File: src/common/sdhci_consts.svh
/* SD host controller constants
   Bus widths, SDHCI register offsets, bit positions and buffer/command timing */

`ifndef SDHCI_CONSTS_SVH
`define SDHCI_CONSTS_SVH

// Bus widths
`define SDHCI_AW 32
`define SDHCI_DW 32

// Register offsets in bytes, low address byte only
`define SDHCI_ARGUMENT      8'h08
`define SDHCI_COMMAND       8'h0C
`define SDHCI_BUFFER_DATA   8'h20
`define SDHCI_PRESENT_STATE 8'h24
`define SDHCI_INT_STATUS    8'h30
`define SDHCI_INT_ENABLE    8'h34

// Command register layout
`define SDHCI_CMD_IDX_MSB 13
`define SDHCI_CMD_IDX_LSB 8

// Present State bits
`define SDHCI_PS_CMD_INHIBIT 0
`define SDHCI_PS_BUF_WR_EN   10 // FIFO not full
`define SDHCI_PS_BUF_RD_EN   11 // FIFO not empty

// Interrupt Status bits
`define SDHCI_INT_CMD_COMPLETE 0

`define SDHCI_BUF_DEPTH   8
`define SDHCI_CMD_LATENCY 6

`endif

File: src/common/sdhci_pkg.sv
/* SD host controller types
   OBI and register bus structs, plus the register file to hardware structs */

`include "sdhci_consts.svh"

package sdhci_pkg;

  // ================================================
  // OBI bus
  // ================================================
  typedef struct packed {
    logic                      req;
    logic                      we;
    logic [`SDHCI_DW/8-1:0]    be;
    logic [`SDHCI_AW-1:0]      addr;
    logic [`SDHCI_DW-1:0]      wdata;
  } obi_req_t;

  typedef struct packed {
    logic                      gnt;
    logic                      rvalid;
    logic [`SDHCI_DW-1:0]      rdata;
    logic                      err;
  } obi_rsp_t;

  // ================================================
  // Register bus
  // ================================================
  typedef struct packed {
    logic                      valid;
    logic                      write;
    logic [`SDHCI_AW-1:0]      addr;
    logic [`SDHCI_DW-1:0]      wdata;
  } reg_req_t;

  typedef struct packed {
    logic [`SDHCI_DW-1:0]      rdata;
    logic                      error;
    logic                      ready;
  } reg_rsp_t;

  // ================================================
  // Register file <-> hardware
  // ================================================
  typedef struct packed {
    logic [`SDHCI_DW-1:0]      q;  // Word written to the data port
    logic                      qe; // Write strobe
    logic                      re; // Read strobe
  } sdhci_reg2hw_buffer_data_port_t;

  typedef struct packed {
    logic [`SDHCI_CMD_IDX_MSB-`SDHCI_CMD_IDX_LSB:0] q;
    logic                                          qe;
  } sdhci_reg2hw_command_index_t;

  typedef struct packed {
    sdhci_reg2hw_buffer_data_port_t buffer_data_port;
    sdhci_reg2hw_command_index_t    command_index;
  } sdhci_reg2hw_t;

  typedef struct packed {
    logic [`SDHCI_DW-1:0]      d;  // Head word of the buffer
  } sdhci_hw2reg_buffer_data_port_t;

  typedef struct packed {
    sdhci_hw2reg_buffer_data_port_t buffer_data_port;
    logic                           buffer_full;
    logic                           buffer_empty;
    logic                           command_inhibit_cmd;
    logic                           command_complete; // One-cycle pulse
  } sdhci_hw2reg_t;

endpackage

File: src/obi_to_reg.sv
/* OBI to register bus adapter
   Grants one access at a time and returns the register answer one cycle later */

`timescale 1ns/1ps
`include "sdhci_consts.svh"

module obi_to_reg (
  input  logic                clk_i,
  input  logic                rst_i,
  input  sdhci_pkg::obi_req_t obi_req_i,
  output sdhci_pkg::obi_rsp_t obi_rsp_o,
  output sdhci_pkg::reg_req_t reg_req_o,
  input  sdhci_pkg::reg_rsp_t reg_rsp_i
);

  logic                 pending_q; // Response due in this cycle
  logic                 accept;
  logic                 partial_wr;
  logic [`SDHCI_DW-1:0] rdata_q;
  logic                 err_q;

  assign accept     = obi_req_i.req & ~pending_q;
  assign partial_wr = obi_req_i.we & (obi_req_i.be != '1); // Registers are word-wide only

  // Single-cycle register access on the accepting cycle
  assign reg_req_o.valid = accept & ~partial_wr;
  assign reg_req_o.write = obi_req_i.we;
  assign reg_req_o.addr  = obi_req_i.addr;
  assign reg_req_o.wdata = obi_req_i.wdata;

  always_ff @(posedge clk_i) begin
    if (rst_i) begin
      pending_q <= 1'b0;
    end else begin
      pending_q <= accept;
    end
  end

  always_ff @(posedge clk_i) begin
    if (accept) begin
      rdata_q <= obi_req_i.we ? '0 : reg_rsp_i.rdata;
      err_q   <= partial_wr | reg_rsp_i.error | ~reg_rsp_i.ready;
    end
  end

  assign obi_rsp_o.gnt    = ~pending_q;
  assign obi_rsp_o.rvalid = pending_q;
  assign obi_rsp_o.rdata  = rdata_q;
  assign obi_rsp_o.err    = err_q;

  // Every response answers a request granted one cycle before
  a_rvalid_after_gnt: assert property (@(posedge clk_i) disable iff (rst_i)
    obi_rsp_o.rvalid |-> $past(obi_req_i.req && obi_rsp_o.gnt));

endmodule

File: src/sdhci_regs/sdhci_reg_file.sv
/* SDHCI register map
   Offset decode, register storage, read mux, W1C interrupt status and interrupt line */

`timescale 1ns/1ps
`include "sdhci_consts.svh"

module sdhci_reg_file (
  input  logic                     clk_i,
  input  logic                     rst_i,
  input  sdhci_pkg::reg_req_t      reg_req_i,
  output sdhci_pkg::reg_rsp_t      reg_rsp_o,
  output sdhci_pkg::sdhci_reg2hw_t reg2hw_o,
  input  sdhci_pkg::sdhci_hw2reg_t hw2reg_i,
  output logic                     interrupt_o
);

  logic [7:0]           offset;
  logic                 wr;
  logic                 rd;
  logic [`SDHCI_DW-1:0] argument_q;
  logic [`SDHCI_DW-1:0] command_q;
  logic [`SDHCI_DW-1:0] int_enable_q;
  logic                 cmd_done_q;    // Interrupt Status bit 0
  logic [`SDHCI_DW-1:0] int_status;
  logic [`SDHCI_DW-1:0] present_state;
  logic                 irq_q;

  assign offset = reg_req_i.addr[7:0]; // Upper address bits select the block, not a register
  assign wr     = reg_req_i.valid & reg_req_i.write;
  assign rd     = reg_req_i.valid & ~reg_req_i.write;

  // ================================================
  // Status words
  // ================================================
  always_comb begin
    present_state = '0;
    present_state[`SDHCI_PS_CMD_INHIBIT] = hw2reg_i.command_inhibit_cmd;
    present_state[`SDHCI_PS_BUF_WR_EN]   = ~hw2reg_i.buffer_full;
    present_state[`SDHCI_PS_BUF_RD_EN]   = ~hw2reg_i.buffer_empty;
  end

  always_comb begin
    int_status = '0;
    int_status[`SDHCI_INT_CMD_COMPLETE] = cmd_done_q;
  end

  // ================================================
  // Read mux
  // ================================================
  always_comb begin
    reg_rsp_o.rdata = '0;
    reg_rsp_o.error = 1'b0;
    reg_rsp_o.ready = 1'b1;
    case (offset)
      `SDHCI_ARGUMENT:      reg_rsp_o.rdata = argument_q;
      `SDHCI_COMMAND:       reg_rsp_o.rdata = command_q;
      `SDHCI_BUFFER_DATA:   reg_rsp_o.rdata = hw2reg_i.buffer_data_port.d;
      `SDHCI_PRESENT_STATE: reg_rsp_o.rdata = present_state;
      `SDHCI_INT_STATUS:    reg_rsp_o.rdata = int_status;
      `SDHCI_INT_ENABLE:    reg_rsp_o.rdata = int_enable_q;
      default:              reg_rsp_o.error = reg_req_i.valid;
    endcase
  end

  // Strobes towards the FIFO and the command sequencer
  assign reg2hw_o.buffer_data_port.q  = reg_req_i.wdata;
  assign reg2hw_o.buffer_data_port.qe = wr & (offset == `SDHCI_BUFFER_DATA);
  assign reg2hw_o.buffer_data_port.re = rd & (offset == `SDHCI_BUFFER_DATA);
  assign reg2hw_o.command_index.q     = command_q[`SDHCI_CMD_IDX_MSB:`SDHCI_CMD_IDX_LSB];
  assign reg2hw_o.command_index.qe    = wr & (offset == `SDHCI_COMMAND);

  // ================================================
  // Storage
  // ================================================
  always_ff @(posedge clk_i) begin
    if (rst_i) begin
      argument_q   <= '0;
      command_q    <= '0;
      int_enable_q <= '0;
    end else if (wr) begin
      if (offset == `SDHCI_ARGUMENT)   argument_q   <= reg_req_i.wdata;
      if (offset == `SDHCI_COMMAND)    command_q    <= reg_req_i.wdata;
      if (offset == `SDHCI_INT_ENABLE) int_enable_q <= reg_req_i.wdata;
    end
  end

  // Completion wins over a clear in the same cycle
  always_ff @(posedge clk_i) begin
    if (rst_i) begin
      cmd_done_q <= 1'b0;
    end else if (hw2reg_i.command_complete) begin
      cmd_done_q <= 1'b1;
    end else if (wr && offset == `SDHCI_INT_STATUS &&
                 reg_req_i.wdata[`SDHCI_INT_CMD_COMPLETE]) begin
      cmd_done_q <= 1'b0;
    end
  end

  always_ff @(posedge clk_i) begin
    if (rst_i) begin
      irq_q <= 1'b0;
    end else begin
      irq_q <= |(int_status & int_enable_q);
    end
  end

  assign interrupt_o = irq_q;

  // The shared FIFO port sees at most one operation per access
  a_no_push_and_pop: assert property (@(posedge clk_i) disable iff (rst_i)
    !(reg2hw_o.buffer_data_port.qe && reg2hw_o.buffer_data_port.re));

endmodule

File: src/sram_shift_reg.sv
/* Buffer Data Port FIFO
   Circular word buffer with a fill count and full/empty flags */

`timescale 1ns/1ps
`include "sdhci_consts.svh"

module sram_shift_reg #(
  parameter int DEPTH = `SDHCI_BUF_DEPTH,
  parameter int DW    = `SDHCI_DW
) (
  input  logic          clk_i,
  input  logic          rst_i,
  input  logic          req_i,
  input  logic          we_i,          // 1 push, 0 pop
  input  logic [DW-1:0] write_data_i,
  output logic [DW-1:0] read_data_o,
  output logic          full_o,
  output logic          empty_o
);

  localparam int PW = (DEPTH > 1) ? $clog2(DEPTH) : 1;
  localparam int CW = $clog2(DEPTH + 1);

  logic [DW-1:0] mem_q [DEPTH];
  logic [PW-1:0] wr_ptr_q;
  logic [PW-1:0] rd_ptr_q;
  logic [CW-1:0] count_q;
  logic          push;
  logic          pop;

  assign full_o  = (count_q == CW'(DEPTH));
  assign empty_o = (count_q == '0);

  // Push to full and pop from empty are dropped
  assign push = req_i & we_i & ~full_o;
  assign pop  = req_i & ~we_i & ~empty_o;

  assign read_data_o = empty_o ? '0 : mem_q[rd_ptr_q]; // Head word, same cycle

  always_ff @(posedge clk_i) begin
    if (push) begin
      mem_q[wr_ptr_q] <= write_data_i;
    end
  end

  always_ff @(posedge clk_i) begin
    if (rst_i) begin
      wr_ptr_q <= '0;
      rd_ptr_q <= '0;
      count_q  <= '0;
    end else begin
      if (push) wr_ptr_q <= (wr_ptr_q == PW'(DEPTH - 1)) ? '0 : wr_ptr_q + 1'b1;
      if (pop)  rd_ptr_q <= (rd_ptr_q == PW'(DEPTH - 1)) ? '0 : rd_ptr_q + 1'b1;
      case ({push, pop})
        2'b10:   count_q <= count_q + 1'b1;
        2'b01:   count_q <= count_q - 1'b1;
        default: count_q <= count_q;
      endcase
    end
  end

  a_count_in_range: assert property (@(posedge clk_i) disable iff (rst_i)
    count_q <= CW'(DEPTH));

endmodule

File: src/sdhci_cmd_ctrl.sv
/* Command sequencer
   Holds Command Inhibit (CMD) and signals completion after a fixed latency */

`timescale 1ns/1ps
`include "sdhci_consts.svh"

module sdhci_cmd_ctrl #(
  parameter int LATENCY = `SDHCI_CMD_LATENCY
) (
  input  logic clk_i,
  input  logic rst_i,
  input  logic cmd_issue_i,
  output logic inhibit_o,
  output logic cmd_complete_o
);

  localparam int CW = (LATENCY > 1) ? $clog2(LATENCY) : 1;

  logic          inhibit_q;
  logic [CW-1:0] cnt_q;   // Cycles since issue
  logic          start;

  assign start          = cmd_issue_i & ~inhibit_q; // Issue while busy is ignored
  assign cmd_complete_o = inhibit_q & (cnt_q == CW'(LATENCY - 1));
  assign inhibit_o      = inhibit_q;

  always_ff @(posedge clk_i) begin
    if (rst_i) begin
      inhibit_q <= 1'b0;
      cnt_q     <= '0;
    end else if (start) begin
      inhibit_q <= 1'b1;
      cnt_q     <= '0;
    end else if (cmd_complete_o) begin
      inhibit_q <= 1'b0; // Falls on the completion edge
      cnt_q     <= '0;
    end else if (inhibit_q) begin
      cnt_q <= cnt_q + 1'b1;
    end
  end

  // Completion ends the busy phase on the next edge
  a_complete_ends_inhibit: assert property (@(posedge clk_i) disable iff (rst_i)
    cmd_complete_o |-> inhibit_o ##1 !inhibit_o);

endmodule

File: src/user_sdhci.sv
/* SD host controller register block, top level
   OBI adapter, SDHCI register file, data port FIFO and command sequencer */

`timescale 1ns/1ps

module user_sdhci (
  input  logic                clk_i,
  input  logic                rst_i,
  input  sdhci_pkg::obi_req_t obi_req_i,
  output sdhci_pkg::obi_rsp_t obi_rsp_o,
  output logic                interrupt_o
);

  sdhci_pkg::reg_req_t      reg_req;
  sdhci_pkg::reg_rsp_t      reg_rsp;
  sdhci_pkg::sdhci_reg2hw_t reg2hw;
  sdhci_pkg::sdhci_hw2reg_t hw2reg;

  logic [$bits(hw2reg.buffer_data_port.d)-1:0] fifo_rdata;
  logic                                        fifo_full;
  logic                                        fifo_empty;
  logic                                        cmd_inhibit;
  logic                                        cmd_complete;

  obi_to_reg i_obi_to_reg (
    .clk_i     (clk_i),
    .rst_i     (rst_i),
    .obi_req_i (obi_req_i),
    .obi_rsp_o (obi_rsp_o),
    .reg_req_o (reg_req),
    .reg_rsp_i (reg_rsp)
  );

  sdhci_reg_file i_regs (
    .clk_i       (clk_i),
    .rst_i       (rst_i),
    .reg_req_i   (reg_req),
    .reg_rsp_o   (reg_rsp),
    .reg2hw_o    (reg2hw),
    .hw2reg_i    (hw2reg),
    .interrupt_o (interrupt_o)
  );

  // ================================================
  // Hardware behind the registers
  // ================================================
  sram_shift_reg i_buffer (
    .clk_i        (clk_i),
    .rst_i        (rst_i),
    .req_i        (reg2hw.buffer_data_port.re | reg2hw.buffer_data_port.qe),
    .we_i         (reg2hw.buffer_data_port.qe),
    .write_data_i (reg2hw.buffer_data_port.q),
    .read_data_o  (fifo_rdata),
    .full_o       (fifo_full),
    .empty_o      (fifo_empty)
  );

  sdhci_cmd_ctrl i_cmd_ctrl (
    .clk_i          (clk_i),
    .rst_i          (rst_i),
    .cmd_issue_i    (reg2hw.command_index.qe),
    .inhibit_o      (cmd_inhibit),
    .cmd_complete_o (cmd_complete)
  );

  always_comb begin
    hw2reg.buffer_data_port.d  = fifo_rdata;
    hw2reg.buffer_full         = fifo_full;
    hw2reg.buffer_empty        = fifo_empty;
    hw2reg.command_inhibit_cmd = cmd_inhibit;
    hw2reg.command_complete    = cmd_complete;
  end

endmodule

File: config.mk
export PLATFORM = sky130hd
export DESIGN_NAME = user_sdhci
export DESIGN_NICKNAME = d
export VERILOG_FILES = /design/src/common/sdhci_pkg.sv /design/src/obi_to_reg.sv /design/src/sdhci_regs/sdhci_reg_file.sv /design/src/sram_shift_reg.sv /design/src/sdhci_cmd_ctrl.sv /design/src/user_sdhci.sv
export VERILOG_INCLUDE_DIRS = /design/src /design/src/common
export SDC_FILE = /design/constraint.sdc
export NUM_CORES = 1
export LEC_CHECK = 0
export ABC_AREA = 1
export ABC_CLOCK_PERIOD_IN_PS = 5450
export BUFFER_PORTS_ARGS = -buffer_cell sky130_fd_sc_hd__buf_4
export CAP_MARGIN = 5
export CORE_ASPECT_RATIO = 1.4
export CORE_MARGIN = 5
export CORE_UTILIZATION = 45
export DETAILED_ROUTE_END_ITERATION = 7
export PLACE_DENSITY = 0.6
export SLEW_MARGIN = 20
export SYNTH_ARGS = -nofsm -noshare
export SYNTH_HDL_FRONTEND = slang
export SYNTH_SLANG_ARGS = --single-unit
File: constraint.sdc
create_clock -name clk_i -period 5.45 [get_ports clk_i]
set_input_delay 1.09 -clock clk_i [delete_from_list [all_inputs] [get_ports clk_i]]
set_output_delay 1.09 -clock clk_i [all_outputs]
set_load 0.1 [all_outputs]
# After elaboration in Yosys (flattened, before gate mapping)
# Memories as Yosys holds them, arrays and structs flattened. A register that Yosys moved wholly into a read port is not among the register bits.
# Index checks and enable logic that the tools add are counted.
totals:
  output_inout_bits: 36
  inputBits: 72
  n_memories: 1
  ramBits: 256
  word_cells: 82
  regBits: 146
op_classes:
  n_addsub: 5
  eq_ne: 13
  reduce_logical: 12
  bitwise_logic: 24
  n_mux: 14
mem_list:
  columns: ["memory", "depth", "width", "rd", "rd_clocked_by_memory_dff", "write_ports", "line_no", "text"]
  rows:
  - ["i_buffer.mem_q", 8, 32, 1, 1, 1, "sram_shift_reg.sv:24", "logic [DW-1:0] mem_q [DEPTH];"]
op_table:
  columns: ["cell", "n"]
  rows:
  - ["$pmux 32 s6", 1]
  - ["$and 1x32->32", 1]
  - ["$eq 8x6->1 const B", 4]
  - ["$mux 32", 1]
  - ["$reduce_or 32->1", 1]
  - ["$eq 8x4->1 const B", 2]
  - ["$and 1x1->1", 14]
  - ["$mux 3", 4]
  - ["$add 3x1->3 const B", 3]
  - ["$eq 3x3->1 const B", 3]
  - ["$pmux 4 s2", 1]
  - ["$mux 1", 7]
  - ["$not 1->1", 7]
  - ["$reduce_and 2->1", 3]
  - ["$reduce_bool 2->1", 3]
  - ["$reduce_or 6->1", 1]
  - ["$add 4x1->4 const B", 1]
  - ["$eq 4x4->1 const B", 1]
  - ["$logic_not 4->1", 1]
  - ["$ne 4x4->1 const B", 1]
  - ["$sub 4x1->4 const B", 1]
  - ["$reduce_or 3->1", 1]
  - ["$eq 2x1->1 const B", 1]
  - ["$eq 2x2->1 const B", 1]
  - ["2 further kinds", 4]

# Longest topological paths before layout
# Gate-level depths: netlist of the first run.
logic_depth:
  ltp_word: 11
  depth_mapped: 16
  depth_no_buf: 16

# By module
# A second synthesis of the first run with hierarchy kept.
hier_totals:
  hier_cells: 1906
  area_unflattened_um2: 18044.8
by_module_without_submodules:
  columns: ["mod", "instances", "area_each_um2", "cells_each", "seq_area_each_um2"]
  rows:
  - ["sram_shift_reg", 1, 10785.3, 858, 7947.6]
  - ["sdhci_reg_file", 1, 5138.7, 833, 1961.9]
  - ["obi_to_reg", 1, 1854.3, 182, 1011.0]
  - ["sdhci_cmd_ctrl", 1, 255.2, 30, 80.1]
  - ["user_sdhci", 1, 11.3, 3, 0.0]

# Least setup slack after synthesis of the first run
# OpenSTA, ideal clock, no wires.
synth_path:
  path_type: "input to register"
  from: "input obi_req_i[69] (netlist bit)"
  to: "memory i_buffer.mem_q[1][0] (netlist bit), enable pin"
  n_path_buf: 0
  slack_ps: 1015
  arrival_ps: 4014
  path_stages: 6
  path_cell_list: "inv_1 nor2_2 nand3_1 nor3_2 nand2_1 nor2_1"
synth_between:
  elab_chain_len: 9
synth_lines:
  columns: ["item", "line_no", "text"]
  rows:
  - ["from (decl)", "user_sdhci.sv:9", "input sdhci_pkg::obi_req_t obi_req_i,"]
  - ["$and 1x1->1 *", "obi_to_reg.sv:22", "assign accept = obi_req_i.req & ~pending_q;"]
  - ["via i_obi_to_reg.accept", "obi_to_reg.sv:17", "logic accept;"]
  - ["$and 1x1->1 *", "obi_to_reg.sv:26", "assign reg_req_o.valid = accept & ~partial_wr;"]
  - ["$and 1x1->1 (on tied branches)", "sdhci_reg_file.sv:30, sdhci_reg_file.sv:29", null]
  - ["$and 1x1->1 (on tied branches)", "sdhci_reg_file.sv:68, sdhci_reg_file.sv:67", null]
  - ["$or 1x1->1", "user_sdhci.sv:50", ".req_i (reg2hw.buffer_data_port.re | reg2hw.buffer_data_port.qe),"]
  - ["$and 1x1->1 * (2 in a row)", "sram_shift_reg.sv:35", "assign push = req_i & we_i & ~full_o;"]
  - ["$mux 1 *", "sram_shift_reg.sv:41", "if (push) begin"]
  - ["$mux 1 (implied by the code) *", "sram_shift_reg.sv:42", "mem_q[wr_ptr_q] <= write_data_i;"]
  - ["to (decl)", "sram_shift_reg.sv:24", null]
# The timed path passes the listed nets; every way through them passes the cells marked *.

# Final worst setup path of the first run
layout_path:
  from: "input obi_req_i[32] (netlist bit)"
  to: "memory i_buffer.mem_q[2][14] (netlist bit), enable pin"
layout_between:
  elab_chain_len: 7
layout_lines:
  columns: ["item", "line_no"]
  rows:
  - ["$eq 8x6->1 (no line) *", null]
  - ["$and 1x1->1 (on tied branches)", "sdhci_reg_file.sv:68, sdhci_reg_file.sv:67"]
  - ["$or 1x1->1", "user_sdhci.sv:50"]
  - ["$and 1x1->1 * (2 in a row)", "sram_shift_reg.sv:35"]
  - ["$mux 1 *", "sram_shift_reg.sv:41"]
  - ["$mux 1 (implied by the code) *", "sram_shift_reg.sv:42"]
# Mark *: on every way between the ends. The rest lies on a longest branch, timed or not.

==> results of run 1 <==
==> metrics by stage <==
step           cells  util, %  hold slack (ns)
2_1_floorplan   1578        -           0.4233
3_3_place_gp    2052    48.52           0.4391
3_5_place_dp    2052    48.52           0.4438
4_1_cts         2121    51.89           0.4527
5_1_grt         2121    51.89           0.4686
6_report        2121    51.89           0.4501
==> per-layer routing <==
| layer | wire (um) | up-vias | global-route usage, % |
|---|---|---|---|
| met4 | 1143 | 0 | 5.837 |
| met3 | 1971 | 81 | 2.797 |
| met5 | 0 | - | 0 |
| li1 | - | 5529 | - |
| met2 | 21000 | 284 | 35.58 |
| met1 | 16980 | 5449 | 26.14 |
==> worst paths after layout <==
| kind | start | to | slack, ns | cells after the start |
|---|---|---|---|---|
| worst max-delay path | obi_req_i[32] | i_buffer.mem_q[2][14]$_DFFE_PP_ | 1.96 | 9 |
| worst min-delay path | i_regs.int_enable_q[1]$_SDFFE_PP0P_ | i_regs.int_enable_q[1]$_SDFFE_PP0P_ | 0.45 | 2 |
| worst max register to register | register | i_obi_to_reg.rdata_q[6]$_SDFFCE_PP0N_ | 2.35 | 6 |
| worst min register to register | i_regs.int_enable_q[1]$_SDFFE_PP0P_ | i_regs.int_enable_q[1]$_SDFFE_PP0P_ | 0.45 | 2 |
==> flip-flops by register name, indices dropped and copies added, names as in the netlist, 3 cells and up, named ones only <==
register,count
i_buffer.mem_q,256
i_buffer.wr_ptr_q,3
i_regs.int_enable_q,32
i_cmd_ctrl.cnt_q,3
i_buffer.count_q,4
i_regs.command_q,32
i_obi_to_reg.rdata_q,32
i_buffer.rd_ptr_q,3
i_regs.argument_q,32
==> worst register-to-register path: cells and delay by family, from the launching register on <==
kind                   cells  cell delay [ns]
AOI/OAI and AO/OA          3             0.64
buffers and inverters      2             1.28
DFF                        1             0.77
and+or+nand+nor            1             0.13
==> cell type report <==
class,count,area [um^2],share of cell area [%]
clock buffer,59,1102,5.916
tap,462,578.1,3.103
sequential,405,11010,59.08
timing repair buffer,108,810.8,4.352
multi-input combinational,994,4715,25.30
inverter,83,312.8,1.679
clock inverter,10,105.1,0.5641
==> logic make-up after synthesis <==
| family | share of synthesized area, % |
|---|---|
| xor+xnor | 0.1603 |
| flops | 67.09 |
| fa+ha+maj | 0.8089 |
| buf+inv | 4.602 |
| simple gates | 15.23 |
| compound gates | 12.10 |
==> power breakdown <==
| group | internal [mW] | switching [mW] | total, mW |
|---|---|---|---|
| clock network | 1.49 | 1.09 | 2.58 |
| logic | 0.0504 | 0.180 | 0.230 |
| registers | 3.30 | 0.00410 | 3.31 |
==> Yosys cell counts (all sizes together) (2+ instances only) <==
cell type    n  area, um^2
clkbuf      57       214.0
nand4        5       31.28
nor2       412        1564
inv         82       307.8
buf         39       229.0
nand3       80       410.4
nor3         5       51.30
o211ai      62       465.5
edfxtp     289        8678
a21oi       72       360.4
dfxtp      116        2322
xnor2        2       17.52
nand2      112       427.9
o21ai      230        1151
ha           9       112.6
==> results.json, run 1 <==
{
  "clk_pin_slew_ns": 0.06,
  "cts_tree": "built",
  "yosysSeqAreaShare_pct": 67.09,
  "post_cts_buffers": 0,
  "p_total_mw": 6.121,
  "drc_errors": 0,
  "clock_sinks": 405,
  "synth_ff_type": "edfxtp_1",
  "postCtsHoldBufs": 0,
  "numCtsBuffers": 39,
  "dr.first_iter.drc_count": 983,
  "vias": 11340,
  "grt_setup_unrepaired": "false",
  "grt_pass1_vias": 10980,
  "slew_headroom_pct": 33.39,
  "finalCritPeriodShare_pct": 64.05,
  "synth_cells": 1578,
  "drive_gt1_share_pct": 11.69,
  "synth_fp_nets": 1660,
  "grt_pass1_wl_um": 63560,
  "via_per_inst": 5.348,
  "synth_warnings": 0,
  "die_w_um": 171.3,
  "critPathTopFamily": "simple AND/OR/NAND/NOR gates",
  "antenna_left": 0,
  "synth_cell_types": 32,
  "crit_chain": "buf_4, inv_1, nand2_1, nor3_1, nand2_1, nor3_2, nand2_1, nor2_4, buf_4",
  "place_congestion": 0.7778,
  "synth_edf_count": 289,
  "crit_type": "in -> reg",
  "n_antenna_cell": 0,
  "final_cell_mix": "nor2_1, edfxtp_1, o21ai_0, dfxtp_1, nand2_1",
  "hp-class": "reg -> reg",
  "cp.arrival_ns": 3.73,
  "critPathMaxFanout": 23,
  "max_stage_delay_ns": 0.79,
  "dpl.hpwl_um": 23560,
  "finalClockSkew_ns": 0.01937,
  "root_buffer": "clkbuf_16",
  "powerDensity_nw_per_um2": 328.5,
  "die_height_um": 235.9,
  "cp_common_cell": "nand2_1",
  "peakVddDrop_v": 0.0002339,
  "grt_max_degree": 95,
  "drv_slew": 0,
  "fin_area_um2": 18630,
  "period_needed_ns": 3.491,
  "cts_buffer_depth": 3,
  "initial_core_util_pct": 45.66,
  "mostFrequentLayoutCell": "nor2_1",
  "dp_slack_ns": 1.404,
  "cts-resized-gates": 0,
  "finalHoldViolations": 0,
  "nNetsFinal": 1713,
  "synth_area_um2": 16400,
  "antenna_found_initial": 0,
  "cap_violations": 0,
  "ys_ff_latch": 405,
  "max_freq_ghz": 0.2865,
  "coreArea_um2": 35910,
  "synthArstFlopShare_pct": 0,
  "firstDrtPassIters": 6,
  "cpMaxStageDelayCell": "nor2_4",
  "cp.required_ns": 5.68,
  "place_area_um2": 17420,
  "start_kind": "input port",
  "pin_count": 108,
  "setup_tns_ns": 0,
  "fillers": 3217,
  "wl_um": 41090,
  "portBuffers": 83,
  "htreeDepth": 2,
  "avgSynthCellArea_um2": 10.39,
  "dieArea_um2": 40410,
  "num_rows": 82,
  "worstSetupEndpointType": "register",
  "insertion_delay_ns": 0.53,
  "tightest_slew_ns": 0.9991,
  "grt-ovfl-total": 0,
  "grt_usage_pct": 20.28,
  "setup-violations-final": 0,
  "leakage_nw": 6.450,
  "status": "finished, final reports clean",
  "fin_ws_ns": 1.959,
  "area_growth_pct": 13.64,
  "critPathBufInv": 3,
  "wl_per_cell_um": 19.37
}
No activity file was read; power rests on OpenSTA's default activity.
==> run 2, diff against run 1 <==
--- a/config.mk
+++ b/config.mk
@@ -7,7 +7,7 @@
 export NUM_CORES = 1
 export LEC_CHECK = 0
 export ABC_AREA = 1
-export ABC_CLOCK_PERIOD_IN_PS = 5450
+export ABC_CLOCK_PERIOD_IN_PS = 3400
 export BUFFER_PORTS_ARGS = -buffer_cell sky130_fd_sc_hd__buf_4
 export CAP_MARGIN = 5
 export CORE_ASPECT_RATIO = 1.4
==> constraint.sdc (replaced) <==
create_clock -name clk_i -period 3.4 [get_ports clk_i]
set_input_delay 0.68 -clock clk_i [delete_from_list [all_inputs] [get_ports clk_i]]
set_output_delay 0.68 -clock clk_i [all_outputs]
set_load 0.1 [all_outputs]
==> results.json, run 2 (same netlist as run 1, synthesis figures left out) <==
{
  "status": "finished, final reports clean",
  "crit_start": "obi_req_i[32]",
  "grt_setup_unrepaired": "false",
  "wl_per_cell_um": 19.29,
  "insertion_delay_ns": 0.54,
  "place_area_um2": 17580,
  "die_height_um": 235.9,
  "post_cts_buffers": 0,
  "leakage_nw": 6.606,
  "postCtsHoldBufs": 0,
  "nNetsFinal": 1727,
  "drv_slew": 0,
  "die_w_um": 171.3,
  "cts_buffer_depth": 3,
  "area_growth_pct": 15.39,
  "antenna_left": 0,
  "peakVddDrop_v": 0.0003086,
  "critPathMaxFanout": 6,
  "grt_pass1_vias": 11160,
  "critPathTopFamily": "simple AND/OR/NAND/NOR gates",
  "grt_pass1_wl_um": 64420,
  "numCtsBuffers": 39,
  "worstSetupEndpointType": "register",
  "regMostFlops": "i_buffer.mem_q",
  "cp_common_cell": "nand2_1",
  "finalClockSkew_ns": 0.01894,
  "max_stage_delay_ns": 0.30,
  "final_cell_mix": "nor2_1, edfxtp_1, o21ai_0, buf_4, dfxtp_1",
  "tightest_slew_ns": 0.8650,
  "dp_slack_ns": 0.2912,
  "grt_usage_pct": 20.34,
  "mostFrequentLayoutCell": "nor2_1",
  "cts-resized-gates": 0,
  "crit_type": "in -> reg",
  "fin_area_um2": 18920,
  "cts_tree": "built",
  "fin_ws_ns": 0.8236,
  "grt-ovfl-total": 0,
  "slew_headroom_pct": 42.27,
  "wl_um": 41220,
  "finalHoldViolations": 0,
  "firstDrtPassIters": 5,
  "antenna_found_initial": 0,
  "largest_reg_flops": 256,
  "drc_errors": 0,
  "clk_pin_slew_ns": 0.06,
  "cap_violations": 0,
  "r2r-start": "i_buffer.count_q[1]$_SDFFE_PP0P_",
  "dieArea_um2": 40410,
  "portBuffers": 83,
  "cpMaxStageDelayCell": "ha_1",
  "drive_gt1_share_pct": 12.90,
  "hp-class": "in -> reg",
  "finalCritPeriodShare_pct": 75.78,
  "initial_core_util_pct": 45.66,
  "vias": 11410,
  "cp.required_ns": 3.87,
  "fillers": 3186,
  "setup-violations-final": 0,
  "cp.arrival_ns": 3.04,
  "setup_tns_ns": 0,
  "dr.first_iter.drc_count": 932,
  "coreArea_um2": 35910,
  "n_antenna_cell": 0,
  "powerDensity_nw_per_um2": 538.6,
  "via_per_inst": 5.341,
  "pin_count": 108,
  "root_buffer": "clkbuf_16",
  "htreeDepth": 2,
  "dpl.hpwl_um": 23990,
  "grt_max_degree": 78,
  "start_kind": "input port",
  "period_needed_ns": 2.576,
  "crit_chain": "buf_4, inv_1, nand2_1, nor3_1, nand2_1, nor2_2, nand2_1, inv_1, ha_1, ha_1, a21oi_1, nand2_1, a21oi_1, o21ai_0, nand2_1, nand2_1, nor2_1",
  "max_freq_ghz": 0.3881,
  "place_congestion": 0.7784,
  "num_rows": 82,
  "clock_sinks": 405,
  "critPathBufInv": 3,
  "min_from": "obi_req_i[3]"
}
[run 2: final cells by class]
cell class | instances | area, um^2 | area share (%)
repair buffers | 122 | 965.9 | 5.105
flip-flops and latches | 405 | 11010 | 58.18
inverters | 83 | 312.8 | 1.653
clock buffers | 51 | 1084 | 5.727
multi-input cells | 994 | 4715 | 24.92
clock inverters | 20 | 256.5 | 1.356
well taps | 462 | 578.1 | 3.055
[run 2: per-stage QoR]
step,power [mW],util [%],hold slack (ns),std cells
2_1_floorplan,5.619,-,0.4233,1578
3_3_place_gp,5.780,48.95,0.4374,2066
3_5_place_dp,5.786,48.95,0.4419,2066
4_1_cts,10.29,52.69,0.3833,2137
5_1_grt,10.51,52.69,0.3913,2137
6_report,10.19,52.69,0.4090,2137
[run 2: per-layer routing]
metal | wire length (um) | GRT usage (%) | vias up
li1 | - | - | 5569
met1 | 16650 | 25.73 | 5497
met2 | 21660 | 35.91 | 268
met3 | 1737 | 2.948 | 80
met4 | 1166 | 6.245 | 0
met5 | 0 | 0 | -
[run 2: final timing paths]
path                                                             end  slack (ns)  cells after the start
worst max register to register      i_buffer.count_q[3]$_SDFFE_PP0P_        1.01                     14
worst min-delay path                  i_buffer.mem_q[4][3]$_DFFE_PP_        0.41                      1
worst min register to register  i_regs.int_enable_q[30]$_SDFFE_PP0P_        0.45                      2
worst max-delay path                i_buffer.count_q[3]$_SDFFE_PP0P_        0.82                     17
[run 2: where the power goes]
part           leakage, nW  internal (mW)  switching [mW]  total (mW)
Sequential            3.57           5.29         0.00733        5.30
Clock                0.658           2.71            1.80        4.51
Combinational         2.38         0.0831           0.294       0.377
Total                 6.61           8.09            2.11        10.2
==> run 3, diff against run 2 <==
--- a/config.mk
+++ b/config.mk
@@ -7,7 +7,7 @@
 export NUM_CORES = 1
 export LEC_CHECK = 0
 export ABC_AREA = 1
-export ABC_CLOCK_PERIOD_IN_PS = 3400
+export ABC_CLOCK_PERIOD_IN_PS = 2600
 export BUFFER_PORTS_ARGS = -buffer_cell sky130_fd_sc_hd__buf_4
 export CAP_MARGIN = 5
 export CORE_ASPECT_RATIO = 1.4
==> constraint.sdc (replaced) <==
create_clock -name clk_i -period 2.6 [get_ports clk_i]
set_input_delay 0.52 -clock clk_i [delete_from_list [all_inputs] [get_ports clk_i]]
set_output_delay 0.52 -clock clk_i [all_outputs]
set_load 0.1 [all_outputs]
==> results.json, run 3 (same netlist as run 1, synthesis figures left out) <==
{
  "start_kind": "register",
  "grt_pass1_vias": 11450,
  "postCtsHoldBufs": 0,
  "finalHoldViolations": 0,
  "hold_end": "i_buffer.mem_q[3][29]$_DFFE_PP_",
  "antenna_left": 0,
  "min_from": "obi_req_i[29]",
  "hold_ws_ns": 0.2488,
  "slew_headroom_pct": 59.67,
  "leakage_nw": 6.714,
  "portBuffers": 83,
  "die_height_um": 235.9,
  "die_w_um": 171.3,
  "largest_reg_flops": 256,
  "wl_um": 42010,
  "initial_core_util_pct": 45.66,
  "regMostFlops": "i_buffer.mem_q",
  "final_util_pct": 53.57,
  "drc_errors": 0,
  "fillers": 3145,
  "register_area_um2": 11010,
  "reg2reg_to": "i_buffer.count_q[2]$_SDFFE_PP0P_",
  "hp-class": "in -> reg",
  "cts-resized-gates": 0,
  "period_needed_ns": 2.235,
  "fin_ws_ns": 0.3652,
  "multi_input_area_um2": 4761,
  "cp.required_ns": 3.03,
  "ff2ff_path_depth": 12,
  "cap_violations": 0,
  "dp_slack_ns": -0.06379,
  "crit_type": "reg -> reg",
  "finalCritPeriodShare_pct": 85.95,
  "num_rows": 82,
  "finalClockSkew_ns": 0.01969,
  "max_freq_ghz": 0.4475,
  "place_congestion": 0.8018,
  "powerDensity_nw_per_um2": 672.6,
  "grt_setup_unrepaired": "false",
  "cp.arrival_ns": 2.67,
  "p_total_mw": 12.94,
  "cts_buffer_depth": 3,
  "tightest_slew_ns": 0.6049,
  "dieArea_um2": 40410,
  "drv_slew": 0,
  "firstDrtPassIters": 5,
  "grt_usage_pct": 20.87,
  "grt_max_degree": 129,
  "coreArea_um2": 35910,
  "peakVddDrop_v": 0.0004715,
  "setup-violations-final": 0,
  "hold_depth": 1,
  "nNetsFinal": 1744,
  "regToRegSetupSlack_ns": 0.37,
  "mostFrequentLayoutCell": "nor2_1",
  "via_per_inst": 5.358,
  "n_antenna_cell": 0,
  "clk_pin_slew_ns": 0.06,
  "insertion_delay_ns": 0.54,
  "grt_pass1_wl_um": 65690,
  "worstSetupEndpointType": "register",
  "area_growth_pct": 17.32,
  "r2r-start": "i_buffer.count_q[0]$_SDFFE_PP0P_",
  "wl_per_cell_um": 19.51,
  "grt-ovfl-total": 0,
  "antenna_found_initial": 0,
  "status": "finished, final reports clean",
  "cts_tree": "built",
  "clock_sinks": 405,
  "post_cts_buffers": 0,
  "drive_gt1_share_pct": 13.72,
  "htreeDepth": 2,
  "instances_no_fill": 2153,
  "final_cell_mix": "nor2_1, edfxtp_1, o21ai_0, buf_4, dfxtp_1",
  "dp_cells": 2083,
  "root_buffer": "clkbuf_16",
  "dpl.hpwl_um": 25570,
  "pin_count": 108,
  "dr.first_iter.drc_count": 853,
  "critPathMaxFanout": 5,
  "vias": 11540,
  "numCtsBuffers": 39
}
run 3: layer usage:
| layer | track usage (%) | share of wire (%) | vias up |
|---|---|---|---|
| met5 | 0 | 0 | - |
| met4 | 6.798 | 2.7 | 0 |
| met3 | 3.216 | 4.3 | 71 |
| met2 | 37.01 | 52 | 264 |
| met1 | 25.96 | 41 | 5594 |
| li1 | - | - | 5606 |
run 3: final cells by class:
| class | count | share of cell area (%) |
|---|---|---|
| inverters | 83 | 1.691 |
| flip-flops and latches | 405 | 57.23 |
| repair buffers | 139 | 6.921 |
| clock inverters | 9 | 0.3447 |
| clock buffers | 61 | 6.062 |
| well taps | 462 | 3.005 |
| multi-input cells | 994 | 24.75 |
run 3: worst max path at each step:
stage | end | slack, ns | from
finish | i_buffer.count_q[2]$_SDFFE_PP0P_ | 0.37 | i_buffer.count_q[0]$_SDFFE_PP0P_
global route | i_buffer.count_q[2]$_SDFFE_PP0P_ | 0.20 | i_buffer.count_q[1]$_SDFFE_PP0P_
CTS | i_buffer.count_q[2]$_SDFFE_PP0P_ | 0.36 | i_buffer.count_q[0]$_SDFFE_PP0P_
detailed placement | i_buffer.count_q[2]$_SDFFE_PP0P_ | -0.06 | obi_req_i[32]
global placement | i_buffer.count_q[2]$_SDFFE_PP0P_ | -0.02 | obi_req_i[32]
floorplan | i_buffer.mem_q[0][0]$_DFFE_PP_ | -0.14 | obi_req_i[69]
run 3: power breakdown:
group	internal (mW)	leakage (nW)	total, mW	switching (mW)
Sequential	6.92	3.57	6.93	0.00869
Combinational	0.116	2.54	0.507	0.391
Clock	3.18	0.606	5.50	2.32
run 3: critical path, stage by stage, from the launching register on:
cell,delay [ns]
dfxtp_1,0.31
inv_1,0.15
nand4_1,0.30
inv_1,0.20
nor3_4,0.05
inv_1,0.10
ha_4,0.17
buf_4,0.12
inv_1,0.04
fa_1,0.37
xnor2_1,0.13
o21ai_0,0.15
inv_1,0.06
run 3: per-stage QoR:
stage	TNS, ns	cell area (um^2)
after floorplan	-24.11	16520
final	0	19240
after detailed placement	-0.1013	18000
after CTS	0	19240
after global routing	0	19240
after global placement	-0.02611	18000
